===== config.mk =====
export PLATFORM = sky130hd
export DESIGN_NAME = hs32_decode_top
export DESIGN_NICKNAME = d
export VERILOG_FILES = /design/src/source/hs32_pkg.sv /design/src/source/hs32_decode_table.sv /design/src/source/hs32_decode_stage.sv /design/src/source/hs32_trap_unit.sv /design/src/source/hs32_decode_top.sv
export VERILOG_INCLUDE_DIRS = /design/src /design/src/include
export SDC_FILE = /design/constraint.sdc
export NUM_CORES = 1
export LEC_CHECK = 0
export BUFFER_PORTS_ARGS = -buffer_cell sky130_fd_sc_hd__buf_2
export CORE_MARGIN = 2
export CORE_UTILIZATION = 50
export CTS_CLUSTER_DIAMETER = 120
export CTS_CLUSTER_SIZE = 8
export DETAILED_ROUTE_END_ITERATION = 7
export GPL_TIMING_DRIVEN = 0
export PLACE_DENSITY_LB_ADDON = 0.1
export SLEW_MARGIN = 10
export SYNTH_ARGS = -nofsm -noshare
export SYNTH_HDL_FRONTEND = slang
export SYNTH_SLANG_ARGS = --single-unit

===== constraint.sdc =====
create_clock -name clk -period 7.8 [get_ports clk]
set_clock_uncertainty 0.05 [all_clocks]
set_input_delay 1.95 -clock clk [delete_from_list [all_inputs] [get_ports clk]]
set_output_delay 1.95 -clock clk [all_outputs]
set_load 0.005 [all_outputs]

===== src/include/hs32_macros.svh =====
// HS32 instruction field macros
`ifndef HS32_MACROS_SVH
`define HS32_MACROS_SVH

// Instruction word
`define HS32_INSTR_W    32

// Opcode byte
`define HS32_OPC_MSB    31
`define HS32_OPC_LSB    24

// Register index fields
`define HS32_RD_LSB     20
`define HS32_RM_LSB     16
`define HS32_RN_LSB     12
`define HS32_REG_W      4

// Shift amount and direction
`define HS32_SHIFT_LSB  7
`define HS32_SHIFT_W    5
`define HS32_DIR_LSB    5
`define HS32_DIR_W      2

// Immediate sits in the low bits
`define HS32_IMM_W      16

// Interrupt fabric
`define HS32_INT_LINES  24

// Upper opcode nibble of every conditional branch
`define HS32_BR_NIBBLE  4'h5

`endif


===== src/source/hs32_pkg.sv =====
// HS32 decode types
`include "hs32_macros.svh"

package hs32_pkg;

    // Kept opcodes, branch carries its condition in the low nibble
    typedef enum logic [7:0] {
        OPC_LDR  = 8'h10,
        OPC_LDRI = 8'h11,
        OPC_STR  = 8'h20,
        OPC_STRI = 8'h21,
        OPC_MOVI = 8'h30,
        OPC_MOVN = 8'h31,
        OPC_ADD  = 8'h40,
        OPC_ADDI = 8'h41,
        OPC_SUB  = 8'h42,
        OPC_SUBI = 8'h43,
        OPC_AND  = 8'h44,
        OPC_ANDI = 8'h45,
        OPC_OR   = 8'h46,
        OPC_ORI  = 8'h47,
        OPC_XOR  = 8'h48,
        OPC_XORI = 8'h49,
        OPC_CMP  = 8'h4A,
        OPC_CMPI = 8'h4B,
        OPC_B    = {`HS32_BR_NIBBLE, 4'h0}, // Branch always
        OPC_INT  = 8'h60
    } opcode_e;

    typedef enum logic [3:0] {
        ALU_ADD = 4'h0,
        ALU_SUB = 4'h1,
        ALU_AND = 4'h2,
        ALU_OR  = 4'h3,
        ALU_XOR = 4'h4,
        ALU_MOV = 4'h5
    } alu_op_e;

    // Second operand source for execute
    typedef enum logic [1:0] {
        SRC_IMM    = 2'd0, // Immediate alone
        SRC_RM_IMM = 2'd1, // Rm and immediate
        SRC_RM_SHN = 2'd2, // Rm and shifted Rn
        SRC_PC_IMM = 2'd3  // PC and immediate
    } src_e;

    typedef enum logic [1:0] {
        FAULT_NONE    = 2'd0,
        FAULT_SWI     = 2'd1,
        FAULT_ILLEGAL = 2'd2
    } fault_e;

    // Datapath flags
    typedef struct packed {
        logic                   reg_wr;    // Write back Rd
        logic                   mem_rd;    // Load
        logic                   mem_wr;    // Store
        src_e                   src;
        logic [3:0]             cond;      // Branch condition, 0 for others
        logic [`HS32_DIR_W-1:0] shift_dir;
    } ctl_t;

    // Full control word for execute
    typedef struct packed {
        alu_op_e                  alu_op;
        logic [`HS32_SHIFT_W-1:0] shift;
        logic [`HS32_IMM_W-1:0]   imm;
        logic [`HS32_REG_W-1:0]   rd;
        logic [`HS32_REG_W-1:0]   rm;
        logic [`HS32_REG_W-1:0]   rn;
        ctl_t                     ctl;
    } ctl_word_t;

    // Table result handed to the stage
    typedef struct packed {
        ctl_word_t word;
        fault_e    fault;
    } decoded_t;

endpackage


===== src/source/hs32_decode_table.sv =====
// HS32 opcode decode table
`timescale 1ns/10ps
`include "hs32_macros.svh"

module hs32_decode_table (
    input  logic [`HS32_INSTR_W-1:0] instr,
    output hs32_pkg::decoded_t       decoded
);

    logic [`HS32_OPC_MSB-`HS32_OPC_LSB:0] opc;
    logic [`HS32_IMM_W-1:0]               imm_f;
    logic [`HS32_SHIFT_W-1:0]             shift_f;
    logic [3:0]                           cond_f;
    hs32_pkg::ctl_word_t                  word;
    hs32_pkg::fault_e                     fault;

    // ALU operation by opcode, branches and memory ops add
    function automatic hs32_pkg::alu_op_e alu_of(
        input logic [`HS32_OPC_MSB-`HS32_OPC_LSB:0] op
    );
        case (op)
            hs32_pkg::OPC_SUB, hs32_pkg::OPC_SUBI,
            hs32_pkg::OPC_CMP, hs32_pkg::OPC_CMPI: alu_of = hs32_pkg::ALU_SUB;
            hs32_pkg::OPC_AND, hs32_pkg::OPC_ANDI: alu_of = hs32_pkg::ALU_AND;
            hs32_pkg::OPC_OR,  hs32_pkg::OPC_ORI:  alu_of = hs32_pkg::ALU_OR;
            hs32_pkg::OPC_XOR, hs32_pkg::OPC_XORI: alu_of = hs32_pkg::ALU_XOR;
            hs32_pkg::OPC_MOVI, hs32_pkg::OPC_MOVN: alu_of = hs32_pkg::ALU_MOV;
            default:                               alu_of = hs32_pkg::ALU_ADD;
        endcase
    endfunction

    assign opc     = instr[`HS32_OPC_MSB:`HS32_OPC_LSB];
    assign imm_f   = instr[`HS32_IMM_W-1:0];
    assign shift_f = instr[`HS32_SHIFT_LSB +: `HS32_SHIFT_W];
    assign cond_f  = opc[3:0];

    always_comb begin
        word               = '0;
        word.alu_op        = alu_of(opc);
        word.rd            = instr[`HS32_RD_LSB +: `HS32_REG_W];
        word.rm            = instr[`HS32_RM_LSB +: `HS32_REG_W];
        word.rn            = instr[`HS32_RN_LSB +: `HS32_REG_W];
        word.ctl.shift_dir = instr[`HS32_DIR_LSB +: `HS32_DIR_W];
        fault              = hs32_pkg::FAULT_NONE;

        if (opc[7:4] == `HS32_BR_NIBBLE) begin
            word.imm      = imm_f;                                  // PC offset
            word.ctl.src  = hs32_pkg::SRC_PC_IMM;
            word.ctl.cond = (cond_f == 4'h0) ? 4'hF : cond_f;      // Zero means always
        end else begin
            case (opc)
                hs32_pkg::OPC_LDR, hs32_pkg::OPC_LDRI: begin
                    word.ctl.reg_wr = 1'b1;
                    word.ctl.mem_rd = 1'b1;
                    word.ctl.src    = hs32_pkg::SRC_RM_IMM;
                    if (opc == hs32_pkg::OPC_LDRI) begin
                        word.imm = imm_f;                           // Plain LDR uses offset 0
                    end
                end
                hs32_pkg::OPC_STR, hs32_pkg::OPC_STRI: begin
                    word.ctl.mem_wr = 1'b1;                         // Rd is the store data
                    word.ctl.src    = hs32_pkg::SRC_RM_IMM;
                    if (opc == hs32_pkg::OPC_STRI) begin
                        word.imm = imm_f;
                    end
                end
                hs32_pkg::OPC_MOVI: begin
                    word.ctl.reg_wr = 1'b1;
                    word.ctl.src    = hs32_pkg::SRC_IMM;
                    word.imm        = imm_f;
                end
                hs32_pkg::OPC_MOVN,
                hs32_pkg::OPC_ADD, hs32_pkg::OPC_SUB,
                hs32_pkg::OPC_AND, hs32_pkg::OPC_OR,
                hs32_pkg::OPC_XOR, hs32_pkg::OPC_CMP: begin
                    word.ctl.reg_wr = (opc != hs32_pkg::OPC_CMP);  // Compare only sets flags
                    word.ctl.src    = hs32_pkg::SRC_RM_SHN;
                    word.shift      = shift_f;
                end
                hs32_pkg::OPC_ADDI, hs32_pkg::OPC_SUBI,
                hs32_pkg::OPC_ANDI, hs32_pkg::OPC_ORI,
                hs32_pkg::OPC_XORI, hs32_pkg::OPC_CMPI: begin
                    word.ctl.reg_wr = (opc != hs32_pkg::OPC_CMPI);
                    word.ctl.src    = hs32_pkg::SRC_RM_IMM;
                    word.imm        = imm_f;
                end
                hs32_pkg::OPC_INT: begin
                    fault    = hs32_pkg::FAULT_SWI;
                    word.imm = imm_f;                               // Interrupt vector
                end
                default: begin
                    fault = hs32_pkg::FAULT_ILLEGAL;                // Unknown or dropped opcode
                end
            endcase
        end
    end

    assign decoded.word  = word;
    assign decoded.fault = fault;

endmodule


===== src/source/hs32_decode_stage.sv =====
// HS32 decode register stage
`timescale 1ns/10ps
`include "hs32_macros.svh"

module hs32_decode_stage (
    input  logic                   clk,
    input  logic                   reset,
    input  hs32_pkg::decoded_t     decoded,
    input  logic                   instr_valid,
    output logic                   instr_ready,
    output hs32_pkg::ctl_word_t    ctl_out,
    output logic                   exe_valid,
    input  logic                   exe_ready,
    input  logic                   stall,
    output logic                   trap_req,
    output hs32_pkg::fault_e       trap_kind,
    output logic [`HS32_IMM_W-1:0] trap_vec
);

    logic                live;   // Set once out of reset
    logic                full;
    logic                good;
    logic                accept;
    hs32_pkg::ctl_word_t ctl_q;

    assign good        = (decoded.fault == hs32_pkg::FAULT_NONE);
    assign instr_ready = live && (!full || exe_ready) && !stall; // Empty or draining
    assign accept      = instr_valid && instr_ready;
    assign exe_valid   = full;
    assign ctl_out     = ctl_q;

    always_ff @(posedge clk) begin
        if (reset) begin
            live     <= 1'b0;
            full     <= 1'b0;
            trap_req <= 1'b0;
        end else begin
            live <= 1'b1;
            if (accept && good) begin
                full <= 1'b1;                   // Refill, possibly while draining
            end else if (exe_ready) begin
                full <= 1'b0;
            end
            trap_req <= accept && !good;        // Faults never reach execute
        end
    end

    // Payload registers
    always_ff @(posedge clk) begin
        if (accept && good) begin
            ctl_q <= decoded.word;
        end
        if (accept && !good) begin
            trap_kind <= decoded.fault;
            trap_vec  <= decoded.word.imm;
        end
    end

endmodule


===== src/source/hs32_trap_unit.sv =====
// HS32 interrupt trap unit
`timescale 1ns/10ps
`include "hs32_macros.svh"

module hs32_trap_unit (
    input  logic                       clk,
    input  logic                       reset,
    input  logic                       trap_req,
    input  hs32_pkg::fault_e           trap_kind,
    input  logic [`HS32_IMM_W-1:0]     trap_vec,
    input  logic                       exe_ready,
    output logic                       stall,
    output logic [`HS32_INT_LINES-1:0] int_line
);

    typedef enum logic [1:0] {
        IDLE,
        WAIT,
        RAISE
    } state_e;

    state_e                      state;
    hs32_pkg::fault_e            kind_q;
    logic [`HS32_IMM_W-1:0]      vec_q;
    logic [`HS32_INT_LINES-1:0]  line_sel;

    always_ff @(posedge clk) begin
        if (reset) begin
            state <= IDLE;
        end else begin
            case (state)
                IDLE:    if (trap_req) state <= WAIT;
                WAIT:    if (exe_ready) state <= RAISE;   // Execute side can take it
                RAISE:   state <= IDLE;                   // Single pulse then resume
                default: state <= IDLE;
            endcase
        end
    end

    always_ff @(posedge clk) begin
        if (state == IDLE && trap_req) begin
            kind_q <= trap_kind;
            vec_q  <= trap_vec;
        end
    end

    // One-hot line select, vectors past the last line raise nothing
    always_comb begin
        line_sel    = '0;
        line_sel[0] = (kind_q == hs32_pkg::FAULT_ILLEGAL) || (vec_q == '0);
        for (int i = 1; i < `HS32_INT_LINES; i++) begin
            line_sel[i] = (kind_q == hs32_pkg::FAULT_SWI) && (vec_q == i);
        end
    end

    assign stall    = trap_req || (state != IDLE);
    assign int_line = (state == RAISE) ? line_sel : '0;

endmodule


===== src/source/hs32_decode_top.sv =====
// HS32 decode stage top
`timescale 1ns/10ps
`include "hs32_macros.svh"

module hs32_decode_top (
    input  logic                       clk,
    input  logic                       reset,
    input  logic [`HS32_INSTR_W-1:0]   instr,
    input  logic                       instr_valid,
    output logic                       instr_ready,
    output hs32_pkg::ctl_word_t        ctl_out,
    output logic                       exe_valid,
    input  logic                       exe_ready,
    output logic [`HS32_INT_LINES-1:0] int_line
);

    hs32_pkg::decoded_t     decoded;
    hs32_pkg::fault_e       trap_kind;
    logic [`HS32_IMM_W-1:0] trap_vec;
    logic                   trap_req;
    logic                   stall;

    hs32_decode_table u_table (
        .instr   (instr),
        .decoded (decoded)
    );

    hs32_decode_stage u_stage (
        .clk         (clk),
        .reset       (reset),
        .decoded     (decoded),
        .instr_valid (instr_valid),
        .instr_ready (instr_ready),
        .ctl_out     (ctl_out),
        .exe_valid   (exe_valid),
        .exe_ready   (exe_ready),
        .stall       (stall),
        .trap_req    (trap_req),
        .trap_kind   (trap_kind),
        .trap_vec    (trap_vec)
    );

    hs32_trap_unit u_trap (
        .clk       (clk),
        .reset     (reset),
        .trap_req  (trap_req),
        .trap_kind (trap_kind),
        .trap_vec  (trap_vec),
        .exe_ready (exe_ready),
        .stall     (stall),
        .int_line  (int_line)
    );

endmodule


==> results of run 1 <==
==> cells by family after synthesis <==
logic type / share of synthesized area
AND/OR/NAND/NOR: 0.153
flip-flops: 0.733
other: 0.00106
AO/OA/AOI/OAI: 0.0754
XOR/XNOR: 0.00248
multiplexers: 0.00885
buffers and inverters: 0.0265
==> metrics by stage <==
| step | worst slack [ns] | power, W | cell area, sq um |
|---|---|---|---|
| floorplan | 1.08 | 0.000564 | 3540 |
| global placement | -0.342 | 0.000582 | 4180 |
| detailed placement | 3.16 | 0.000585 | 4240 |
| CTS | 3.22 | 0.000905 | 4450 |
| global route | 3.19 | 0.000927 | 4450 |
| finish | 3.23 | 0.000896 | 4450 |
==> final timing paths <==
kind                             from                  end  slack [ns]  cells past startpoint
hold / removal    u_stage.trap_vec[1]      u_trap.vec_q[1]        0.37                      0
setup / recovery            exe_ready          instr_ready        3.23                      4
setup reg to reg      u_trap.state[0]  u_stage.ctl_out[28]        5.30                      7
hold reg to reg   u_stage.trap_vec[1]      u_trap.vec_q[1]        0.37                      0
==> cell usage after synthesis (2+ instances only) <==
master,count
a21oi_1,23
and2_1,8
buf_2,6
buf_6,2
clkbuf_1,3
dfxtp_1,5
edfxtp_1,83
inv_1,5
mux2i_1,2
nand2_1,22
nand2b_1,3
nand3_1,6
nand3b_1,3
nor2_1,28
nor2b_1,3
nor3_1,8
nor4_1,3
o21a_1,7
o21ai_1,4
o32ai_2,2
or4_1,2
or4_4,2
==> sequential cells by signal, summed over array words and instances, names as in the netlist <==
register           count
u_stage.ctl_out       47
u_stage.exe_valid      1
u_stage.live           1
u_stage.trap_kind      2
u_stage.trap_req       1
u_stage.trap_vec      16
u_trap.kind_q          2
u_trap.state           2
u_trap.vec_q          16
==> power by group <==
part           switching (W)  total (W)  internal, W  leakage [nW]
combinational      0.0000285  0.0000474    0.0000189         0.819
clock               0.000167   0.000323     0.000155         0.104
sequential        0.00000261   0.000526     0.000524         0.866
total               0.000198   0.000896     0.000698          1.79
==> per-layer routing <==
metal  global-route usage  vias to the layer above  part of all wire
li1                     -                     1177                 -
met1                0.194                     1068              0.42
met5                    0                        -                 0
met4               0.0868                        0             0.021
met2                0.272                       81              0.48
met3               0.0622                       11             0.088
==> worst max-delay path: cells and delay by family <==
| family | cells | cell delay (ns) |
|---|---|---|
| AND/OR/NAND/NOR | 2 | 0.39 |
| buffers and inverters | 2 | 0.24 |
==> cell type report <==
type,instances,area share
buffer,12,0.0160
clock buffer,9,0.0278
clock inverter,7,0.0194
inverter,6,0.00506
multi-input combinational,147,0.193
sequential,88,0.583
tap,96,0.0270
timing repair buffer,109,0.129
==> flow_results.org, run 1 <==
** Clock tree
- At the later pin of the worst-skew pair, clock insertion delay measures 0.34 ns.
- In this run the clock root is driven by a clkbuf_8.
- Clock H-tree levels :: 3
- The clock passes through at most 2 buffers.
- Buffers added to address setup during post-CTS repair amount to 0.
- After clock tree synthesis, the clock-pin slew on the worst setup and hold paths is 0.08 ns.
- In this run, post-CTS repair resized a total of 0 instances.
- TritonCTS built the clock tree.
- Number of hold-repair buffers added at the cts stage :: 0
- Clk sinks :: 88
- Cts bufs inserted :: 9

** STA
- Max Freq :: 0.219 GHz
- Measured against its own limit, the worst slew margin works out to 0.492.
- For the pin with the worst max-slew slack, the measured transition is 0.758 ns.
- The total count of hold-check failures in the final report is 0.
- Min Clock Period, post-route :: 4.57 ns
- Final hold analysis gives a worst-case slack of 0.374 ns.
- The number of max-slew violations in the final report is 0.
- After routing, the total negative slack on setup checks comes to 0 ns.
- RSZ-0062 raised after global routing :: no
- Setup violations remaining at the end of the flow were counted as 0.
- Share of the cycle needed by the critical path after routing :: 0.586

** GRT
- Number of global-route vias before repair :: 2124
- Antenna violations before repair :: 0
- Gr usage total :: 0.167
- Entering global routing, the biggest net connects 19 pins.
- First-pass GRT wire length :: 9590 microns
- Global routing finished with a remaining overflow of 0.

** Layout
- The multi-input combinational cells in the finished layout cover a total of 858 sq um.
- Number of antenna diodes :: 0
- At the end of the flow the core is filled with cells to 0.651.
- Area taken by flip-flops and latches :: 0.00259 sq mm
- The layout has 538 filler cells.
- Of the cells placed in the final design, the portion with a size suffix greater than 1 is 0.392.
- Number of nets in the layout :: 409
- Area growth from synthesis to final layout :: 25.8%
- For this run, the number of standard cells in the final layout without fillers is 474.
- Leaving out fill and tap cells, the most frequent cell in the layout is buf_2.
- Most used cells in the layout excluding fill and tap cells :: buf_2 (110), edfxtp_1 (83), nor2_1 (28)

** Synth
- Fraction of registers with async set or reset after synthesis :: 0
- After technology mapping, the gate count stands at 253.
- The biggest area contributor in the post-synthesis netlist is edfxtp_1.
- Most area-consuming cells after synthesis :: edfxtp_1 (70%), a21oi_1 (3.3%), nor2_1 (3.0%)
- Top flip-flop cell by instance count after synthesis :: edfxtp_1
- During synthesis, Yosys emitted a total of 0 warnings.
- When the netlist entered floorplanning its net count stood at 289.
- Of the post-synthesis cell area, the dominant cell type holds 0.705.
- Each instance of the synthesized netlist takes up on average 14.0 sq um.
- In this run, synthesis produced a sequential element count of 88.
- Number of flops mapped to enable cells by yosys :: 83
- Post-synth cell types :: 45
- The synthesized netlist occupies a cell area of 0.00354 sq mm.
- Of the synthesized area, sequential elements account for 0.733.

** Floorplanning
- The initial utilization of the core area, before any placement, comes to 0.518.
- DIE WIDTH :: 88.1 microns
- Core footprint :: 0.00683 sq mm
- Standard-cell rows :: 30
- The die covers 0.00776 sq mm.
- 110 I/O pins were placed.
- From bottom edge to top edge, the die measures 88.1 microns.

** Outcome
- Outcome :: finished clean

** Flow run
- Max-cap violations in this run came to 0.

** Worst hold path
- In this run the worst hold path is classified as reg2reg.

** Routing
- For this block, the via count after detailed routing is 2337.
- Wires add up to 6570 microns.
- Dividing the detail-routed wire length by the instance count gives 13.9 microns.
- For this run, design rule violations remaining after detail routing come to 0.
- Remaining antenna violation count after routing :: 0
- The first detailed-routing pass took 4 iterations.
- In this run, the number of DRC markers left after iteration 0 of detailed routing was 115.
- In the routed layout, each cell is associated on average with a via count of 4.93.

** Worst setup path
- The setup path with the least slack is of type in2out.
- Largest incremental delay on the critical path :: 0.22 ns
- Data arrives at the worst endpoint at 2.57 ns.
- Required time of the critical path :: 5.80 ns
- The cell that appears most often on the critical path is buf_2.
- Endpoint class of the critical path :: output port
- Cell chain of the critical path :: buf_2 -> nand2b_1 -> and4b_1 -> buf_2
- Worst-path maximum fanout :: 3
- The worst setup path is launched from an input port.
- On the critical path, the stage with the largest delay is an instance of and4b_1.

** Power
- IR analysis of the VDD net gives a maximum drop of 0.000161 V.
- In this run the power density over the cells is 202 mW/mm^2.
- Leak :: 1.79 nW

** Place
- After legalization and detailed placement, the total HPWL measured 5010 microns.
- After detailed placement, the design holds a cell count of 458.
- Count of input and output buffers :: 104
- Routability-driven placement finished with a final weighted congestion of 0.738.
(Power assumes the default switching activity.)
==> run 2, diff against run 1 <==
--- a/config.mk
+++ b/config.mk
@@ -8,7 +8,7 @@
 export LEC_CHECK = 0
 export BUFFER_PORTS_ARGS = -buffer_cell sky130_fd_sc_hd__buf_2
 export CORE_MARGIN = 2
-export CORE_UTILIZATION = 50
+export CORE_UTILIZATION = 46
 export CTS_CLUSTER_DIAMETER = 120
 export CTS_CLUSTER_SIZE = 8
 export DETAILED_ROUTE_END_ITERATION = 7
==> constraint.sdc (replaced) <==
create_clock -name clk -period 4.2 [get_ports clk]
set_clock_uncertainty 0.05 [all_clocks]
set_input_delay 1.05 -clock clk [delete_from_list [all_inputs] [get_ports clk]]
set_output_delay 1.05 -clock clk [all_outputs]
set_load 0.005 [all_outputs]
==> flow_results.org, run 2 (synthesized netlist as in run 1, its figures left out) <==
** Clock tree
- Buffer count from post-CTS setup fixing :: 0
- For this design, the CTS-stage hold fixing added 0 buffers.
- Source-to-sink clock delay at the later pin of the worst-skew pair :: 0.35 ns
- CTS saw 88 sinks.
- Clock slew at reported path FFs :: 0.09 ns
- In this run, CTS created clock tree buffers numbering 9.
- TritonCTS built the clock tree.
- Clock H-tree levels :: 3
- Quantity of gates resized following cts :: 0
- Number of buffers on the longest clock path :: 2
- Clock tree synthesis selected as its root buffer the cell clkbuf_8.

** STA
- Setup repair after global routing left no endpoint under its margin.
- Remaining max-slew budget at the tightest pin :: 0.496
- Final count of negative-setup-slack endpoints :: 0
- In the finished design, the share of the clock period the worst path needs comes to 0.780.
- The total count of hold-check failures in the final report was 0.
- Derived from the worst setup path, the maximum achievable clock frequency is 0.305 GHz.
- Min Clock Period, post-route :: 3.27 ns
- Final max-slew violation count :: 0
- For the pin with the worst max-slew slack, the measured transition is 0.756 ns.
- The tightest hold path in the finished design has a slack of 0.368 ns.

** Worst setup path
- Critical setup path kind :: reg2out
- In this run the worst path has a maximum fanout of 6.
- Data arrives at the worst endpoint at 2.17 ns.
- The most critical setup path has its startpoint at u_trap.vec_q[13].
- Endpoint class of the critical path :: output port
- Required time of the critical path :: 3.10 ns
- The worst register-to-register path begins at u_trap.state[0].
- Critical Path Start Type :: flop

** Layout
- Share of the core filled with cells in the final layout :: 0.606
- The register with the most flip-flops in the layout has 47 of them.
- Number of antenna diodes :: 0
- The area growth from synthesis to layout is 25.6%.
- Number of nets in the layout :: 408
- Ratio of cells with drive above 1 in the final layout :: 0.388
- The finished cells cover 0.00444 sq mm.
- Leaving out fill and tap cells, the most frequent cells in the layout are buf_2 (110), edfxtp_1 (83), nor2_1 (28).
- Leaving out fill and tap cells, the most frequent cell in the layout is buf_2.

** Routing
- Remaining antenna violation count after routing :: 0
- For this block, the initial DRC count from the detailed router was 106.
- Routed Wire Length :: 6650 microns
- Dividing the detail-routed wire length by the instance count gives 14.0 microns.
- DRC Markers :: 0
- Post-DR vias/cell :: 4.82
- For this block, the via count after detailed routing is 2288.
- The first detailed-routing pass ran for 4 iterations.

** Flow run
- Max Cap Viol :: 0

** GRT
- First-pass GRT wire length :: 10600 microns
- The via count of the first global-routing pass came to 2177.
- Across every metal layer, demand over resource in global routing totals 0.167.
- GRT overflow :: 0
- Antenna violations before repair :: 0
- Entering global routing, the biggest net connects 20 pins.

** Place
- Placed Area :: 0.00425 sq mm
- Count of input and output buffers :: 104
- The HPWL after detailed placement is 4840 microns.
- Routability-driven placement finished with a final weighted congestion of 0.788.

** Power
- Across the VDD grid, the largest voltage drop is 0.000198 V.
- Pwr Total :: 0.00163 W
- Power per cell area :: 367 mW/mm^2
- Leak :: 1.77 nW

** Outcome
- Outcome :: finished clean

** Floorplanning
- The floorplan step defined a core boundary enclosing 0.00733 sq mm.
- Initial core utilization :: 0.482
- Standard-cell rows :: 31
- DIE WIDTH :: 91.7 microns
- Die Y :: 91.7 microns
- Top-Level Pins :: 110
- Overall die area :: 0.00840 sq mm

** Worst hold path
- The startpoint identified for the worst hold timing path is u_stage.trap_vec[11].
- Class of the worst hold path :: reg2reg
run 2: final timing paths:
check                             end  slack [ns]  depth (start not counted)
setup / recovery          int_line[0]        0.93                          5
hold / removal       u_trap.vec_q[11]        0.37                          0
setup reg to reg  u_stage.ctl_out[24]        2.12                          6
hold reg to reg      u_trap.vec_q[11]        0.37                          0
run 2: where the power goes:
part           leakage [nW]  internal (W)  total [W]  switching, W
combinational         0.818     0.0000353  0.0000895     0.0000542
sequential            0.866      0.000973   0.000978    0.00000476
clock                0.0892      0.000274   0.000562      0.000288
total                  1.77       0.00128    0.00163      0.000347
run 2: final cells by class:
class / instances / area (sq um)
Sequential cell: 88 / 2590
Timing Repair Buffer: 108 / 573
Clock inverter: 6 / 68.8
Multi-Input combinational cell: 147 / 865
Buffer: 12 / 71.3
Clock buffer: 9 / 124
Fill cell: 617 / 2890
Tap cell: 99 / 124
Inverter: 6 / 22.5
run 2: worst max-delay path: stages (launching register included):
cell and delay, ns:
edfxtp_1 0.38, or4_4 0.54, or4_4 0.49, buf_6 0.15
o32ai_2 0.12, buf_2 0.15
run 2: stage by stage:
stage                     setup TNS, ns  setup WS (ns)  cells
after floorplan                       0          0.522    253
after global placement            -3.34        -0.0730    456
after detailed placement              0          0.880    460
after CTS                             0          0.894    475
after global routing                  0          0.875    475
final                                 0          0.925    475
run 2: metal layers:
| metal | up-vias | wire length, microns | part of all wire | global-route usage |
|---|---|---|---|---|
| met5 | - | 0 | 0 | 0 |
| met4 | 0 | 103 | 0.015 | 0.0758 |
| met3 | 11 | 331 | 0.050 | 0.0403 |
| met2 | 68 | 3230 | 0.49 | 0.265 |
| met1 | 1037 | 2980 | 0.45 | 0.219 |
| li1 | 1172 | - | - | - |
==> run 3, diff against run 2 <==
--- a/config.mk
+++ b/config.mk
@@ -6,6 +6,7 @@
 export SDC_FILE = /design/constraint.sdc
 export NUM_CORES = 1
 export LEC_CHECK = 0
+export ABC_AREA = 1
 export BUFFER_PORTS_ARGS = -buffer_cell sky130_fd_sc_hd__buf_2
 export CORE_MARGIN = 2
 export CORE_UTILIZATION = 46
==> constraint.sdc (replaced) <==
create_clock -name clk -period 2.95 [get_ports clk]
set_clock_uncertainty 0.05 [all_clocks]
set_input_delay 0.7375 -clock clk [delete_from_list [all_inputs] [get_ports clk]]
set_output_delay 0.7375 -clock clk [all_outputs]
set_load 0.005 [all_outputs]
==> flow_results.org, run 3 <==
** Worst setup path
- Endpoint class of the critical path :: output port
- Required time of the critical path :: 2.16 ns
- Cell chain of the critical path :: nor2_1 -> nand3b_1 -> nor4_1 -> nand2_1 -> nor2_1 -> buf_2
- Broken down by cell family, the worst path's largest delay share belongs to simple AND/OR/NAND/NOR gates.
- The worst setup path is of the reg2out kind.
- Arrival time reported for the critical path endpoint :: 1.93 ns
- Critical Path Start Type :: flop
- On the critical path, the stage with the largest delay is an instance of nor4_1.
- WP buf/inv :: 1
- Worst-path maximum fanout :: 4
- The largest single stage delay on the critical path is 0.46 ns.
- Crit path top cell by count :: nor2_1

** STA
- Summed over all failing endpoints, the final setup total negative slack is 0 ns.
- Final count of negative-setup-slack endpoints :: 0
- Counting I/O delays and the setup requirement, the final critical path takes 2.71 ns.
- Post-route worst setup slack :: 0.236 ns
- The number of max-slew violations in the final report was 0.
- Hold is met by 0.364 ns.
- Setup repair after global routing left no endpoint under its margin.
- At the pin with the least slew margin, the transition time is 0.691 ns.
- Based on the critical path, the design can be clocked at up to 0.368 GHz.
- Remaining max-slew budget at the tightest pin :: 0.539
- Of the available clock period, the critical path in the final layout requires 0.920.
- The total count of hold-check failures in the final report came to 0.

** Routing
- Detail-routed net length per standard cell :: 12.7 microns
- Summing over every cut layer, the via total after detailed routing is 2471.
- Post-DR vias/cell :: 4.59
- In the routed design, unresolved DRC markers number 0.
- The final layout contains routed wiring with a total length of 6840 microns.
- For this run, the detailed router's first-pass iteration total came to 4.
- Remaining antenna violation count after routing :: 0
- Violation count after the first detailed-route iteration :: 106

** Floorplanning
- Overall die area :: 0.00853 sq mm
- Die Y :: 92.4 microns
- Core footprint :: 0.00765 sq mm
- The floorplan has 32 rows.
- The floorplan step set the die width to 92.4 microns.
- Initial core utilization :: 0.470
- Top-Level Pins :: 110

** GRT
- For this run, the total global-route usage over all layers was measured as 0.166.
- GRT overflow :: 0
- Entering global routing, the biggest net connects 25 pins.
- The via count of the first global-routing pass was 2323.
- The first global-routing pass estimated 10800 microns of wire.
- Antenna violations before repair :: 0

** Synth
- Mean post-synth cell area :: 11.6 sq um
- In this run, synthesis inferred 83 flip-flops with an integrated enable.
- The netlist uses 27 different library cells.
- Combined area of all synthesized cells :: 0.00359 sq mm
- Counting flops with an async set or reset pin after synthesis yields a share of 0.
- Of the post-synthesis cell area, the dominant cell type holds 0.694.
- Synthesized Nets :: 346
- In the synthesized netlist the dominant register cell turns out to be edfxtp_1.
- The synthesized design spends more area on one cell type than any other, namely edfxtp_1.
- Most area-consuming cells after synthesis :: edfxtp_1 (69%), nand2_1 (6.6%), nor2_1 (5.7%)
- The synthesized design contains 88 register bits.
- Yosys Warn Count :: 0
- The share of the Yosys chip area taken by registers is 0.722.
- Counting instances in the post-synthesis netlist gives the leading cell types as edfxtp_1 (83), nand2_1 (63), nor2_1 (55).
- Gate count of the mapped netlist :: 310
- By instance count, the leading cell after synthesis is edfxtp_1.

** Place
- Cell count after placement :: 521
- Count of input and output buffers :: 108
- Post-placement worst setup slack :: -0.419 ns
- The wire-length estimate of the detail-placed layout is 4930 microns.
- Last weighted congestion value of the routability-driven placer :: 0.843

** Clock tree
- Source-to-sink clock delay at the later pin of the worst-skew pair :: 0.34 ns
- Counting every sink on the clock net gives 88.
- CTS built an H-tree with a depth of 3.
- Hold repair after CTS inserted 0 buffers.
- Clk Tree Root Cell :: clkbuf_8
- The number of clock buffers added by TritonCTS is 9.
- TritonCTS clock tree :: yes
- The clock passes through at most 2 buffers.
- Clock slew at reported path FFs :: 0.09 ns

** Power
- Internal Dissipation :: 0.00175 W
- Power per cell area :: 505 mW/mm^2
- The worst-case IR drop observed on VDD is 0.000220 V.
- Of the total power, the clock network draws 0.321.
- The share of total power dissipated in combinational logic is 0.054.
- Of the total power, the share spent switching nets is 0.223.
- Of the total power, registers draw 0.625.
- Leak :: 2.09 nW
- Switching power :: 0.000502 W

** Layout
- The finished layout holds 538 standard cells, fillers aside.
- Largest register FFs :: 47
- Most used cells in the layout excluding fill and tap cells :: buf_2 (109), edfxtp_1 (83), nand2_1 (63)
- Ratio of cells with drive above 1 in the final layout :: 0.337
- For this run, the post-layout net count is 467.
- Area growth from synthesis to final layout :: 24.1%
- The repair_antennas step left the layout with diodes totalling 0.
- Leaving out fill and tap cells, the most frequent cell in the layout is buf_2.

** Flow run
- Max Cap Viol :: 0

** Worst hold path
- The min-delay analysis places its worst path in the category reg2reg.

** Outcome
- Outcome :: finished clean
-- run 3: cell count changes after synthesis, sizes merged, moves of 7 or more --
cell   previous run  this run
a21oi            23         7
and2              9         1
inv               6        54
nand2            22        70
nor2             28        57
nor3              9         2
-- run 3: path summary, 6_finish.rpt --
kind | start | endpoint | slack (ns) | cells past startpoint
worst max-delay path | u_trap.vec_q[5] | int_line[7] | 0.24 | 6
worst min-delay path | u_stage.trap_vec[14] | u_trap.vec_q[14] | 0.36 | 0
worst max register to register | u_trap.state[1] | u_stage.ctl_out[2] | 0.76 | 5
worst min register to register | u_stage.trap_vec[14] | u_trap.vec_q[14] | 0.36 | 0
-- run 3: routing by layer --
| layer | up-vias | track usage | routed length (microns) |
|---|---|---|---|
| met3 | 8 | 0.0488 | 519 |
| met5 | - | 0 | 0 |
| li1 | 1266 | - | - |
| met1 | 1110 | 0.202 | 2870 |
| met2 | 87 | 0.284 | 3370 |
| met4 | 0 | 0.0560 | 83 |
-- run 3: area by class of cell --
class | count | area [sq um]
fillers | 727 | 3190
flip-flops and latches | 88 | 2590
multi-input cells | 165 | 776
repair buffers | 109 | 556
inverters | 54 | 206
clock buffers | 10 | 128
well taps | 102 | 128
clock inverters | 6 | 42.5
plain buffers | 3 | 23.8
repair inverters | 1 | 7.51
-- run 3: cells by family (layout without fill, tap and decap cells) --
family / count (synthesis) / after routing / share of synthesized area
and+or+nand+nor: 153 / 153 / 0.190
AOI/OAI and AO/OA: 11 / 11 / 0.0240
DFF: 88 / 88 / 0.722
buffers and inverters: 57 / 183 / 0.0630
other: 1 / 1 / 0.00104
-- run 3: repair_timing --
item | CTS | global route
setup endpoints to repair | 47 | 0
setup buffers | 0 | 0
resized for setup | 1 | 0
-- run 3: per-stage QoR --
stage	utilization	instance area, sq um	total power (W)
2_1_floorplan	-	3600	0.00150
3_3_place_gp	0.558	4260	0.00155
3_5_place_dp	0.560	4280	0.00156
4_1_cts	0.583	4460	0.00228
5_1_grt	0.583	4460	0.00235
6_report	0.583	4460	0.00225
-- run 3: power by group through the flow --
stage | Clock (W) | Sequential [W] | Combinational (W)
3_3_place_gp | 0 | 0.00144 | 0.000117
5_1_grt | 0.000801 | 0.00141 | 0.000138
4_1_cts | 0.000747 | 0.00141 | 0.000125
2_1_floorplan | 0 | 0.00143 | 0.0000656
3_5_place_dp | 0 | 0.00144 | 0.000124
6_report | 0.000723 | 0.00141 | 0.000122
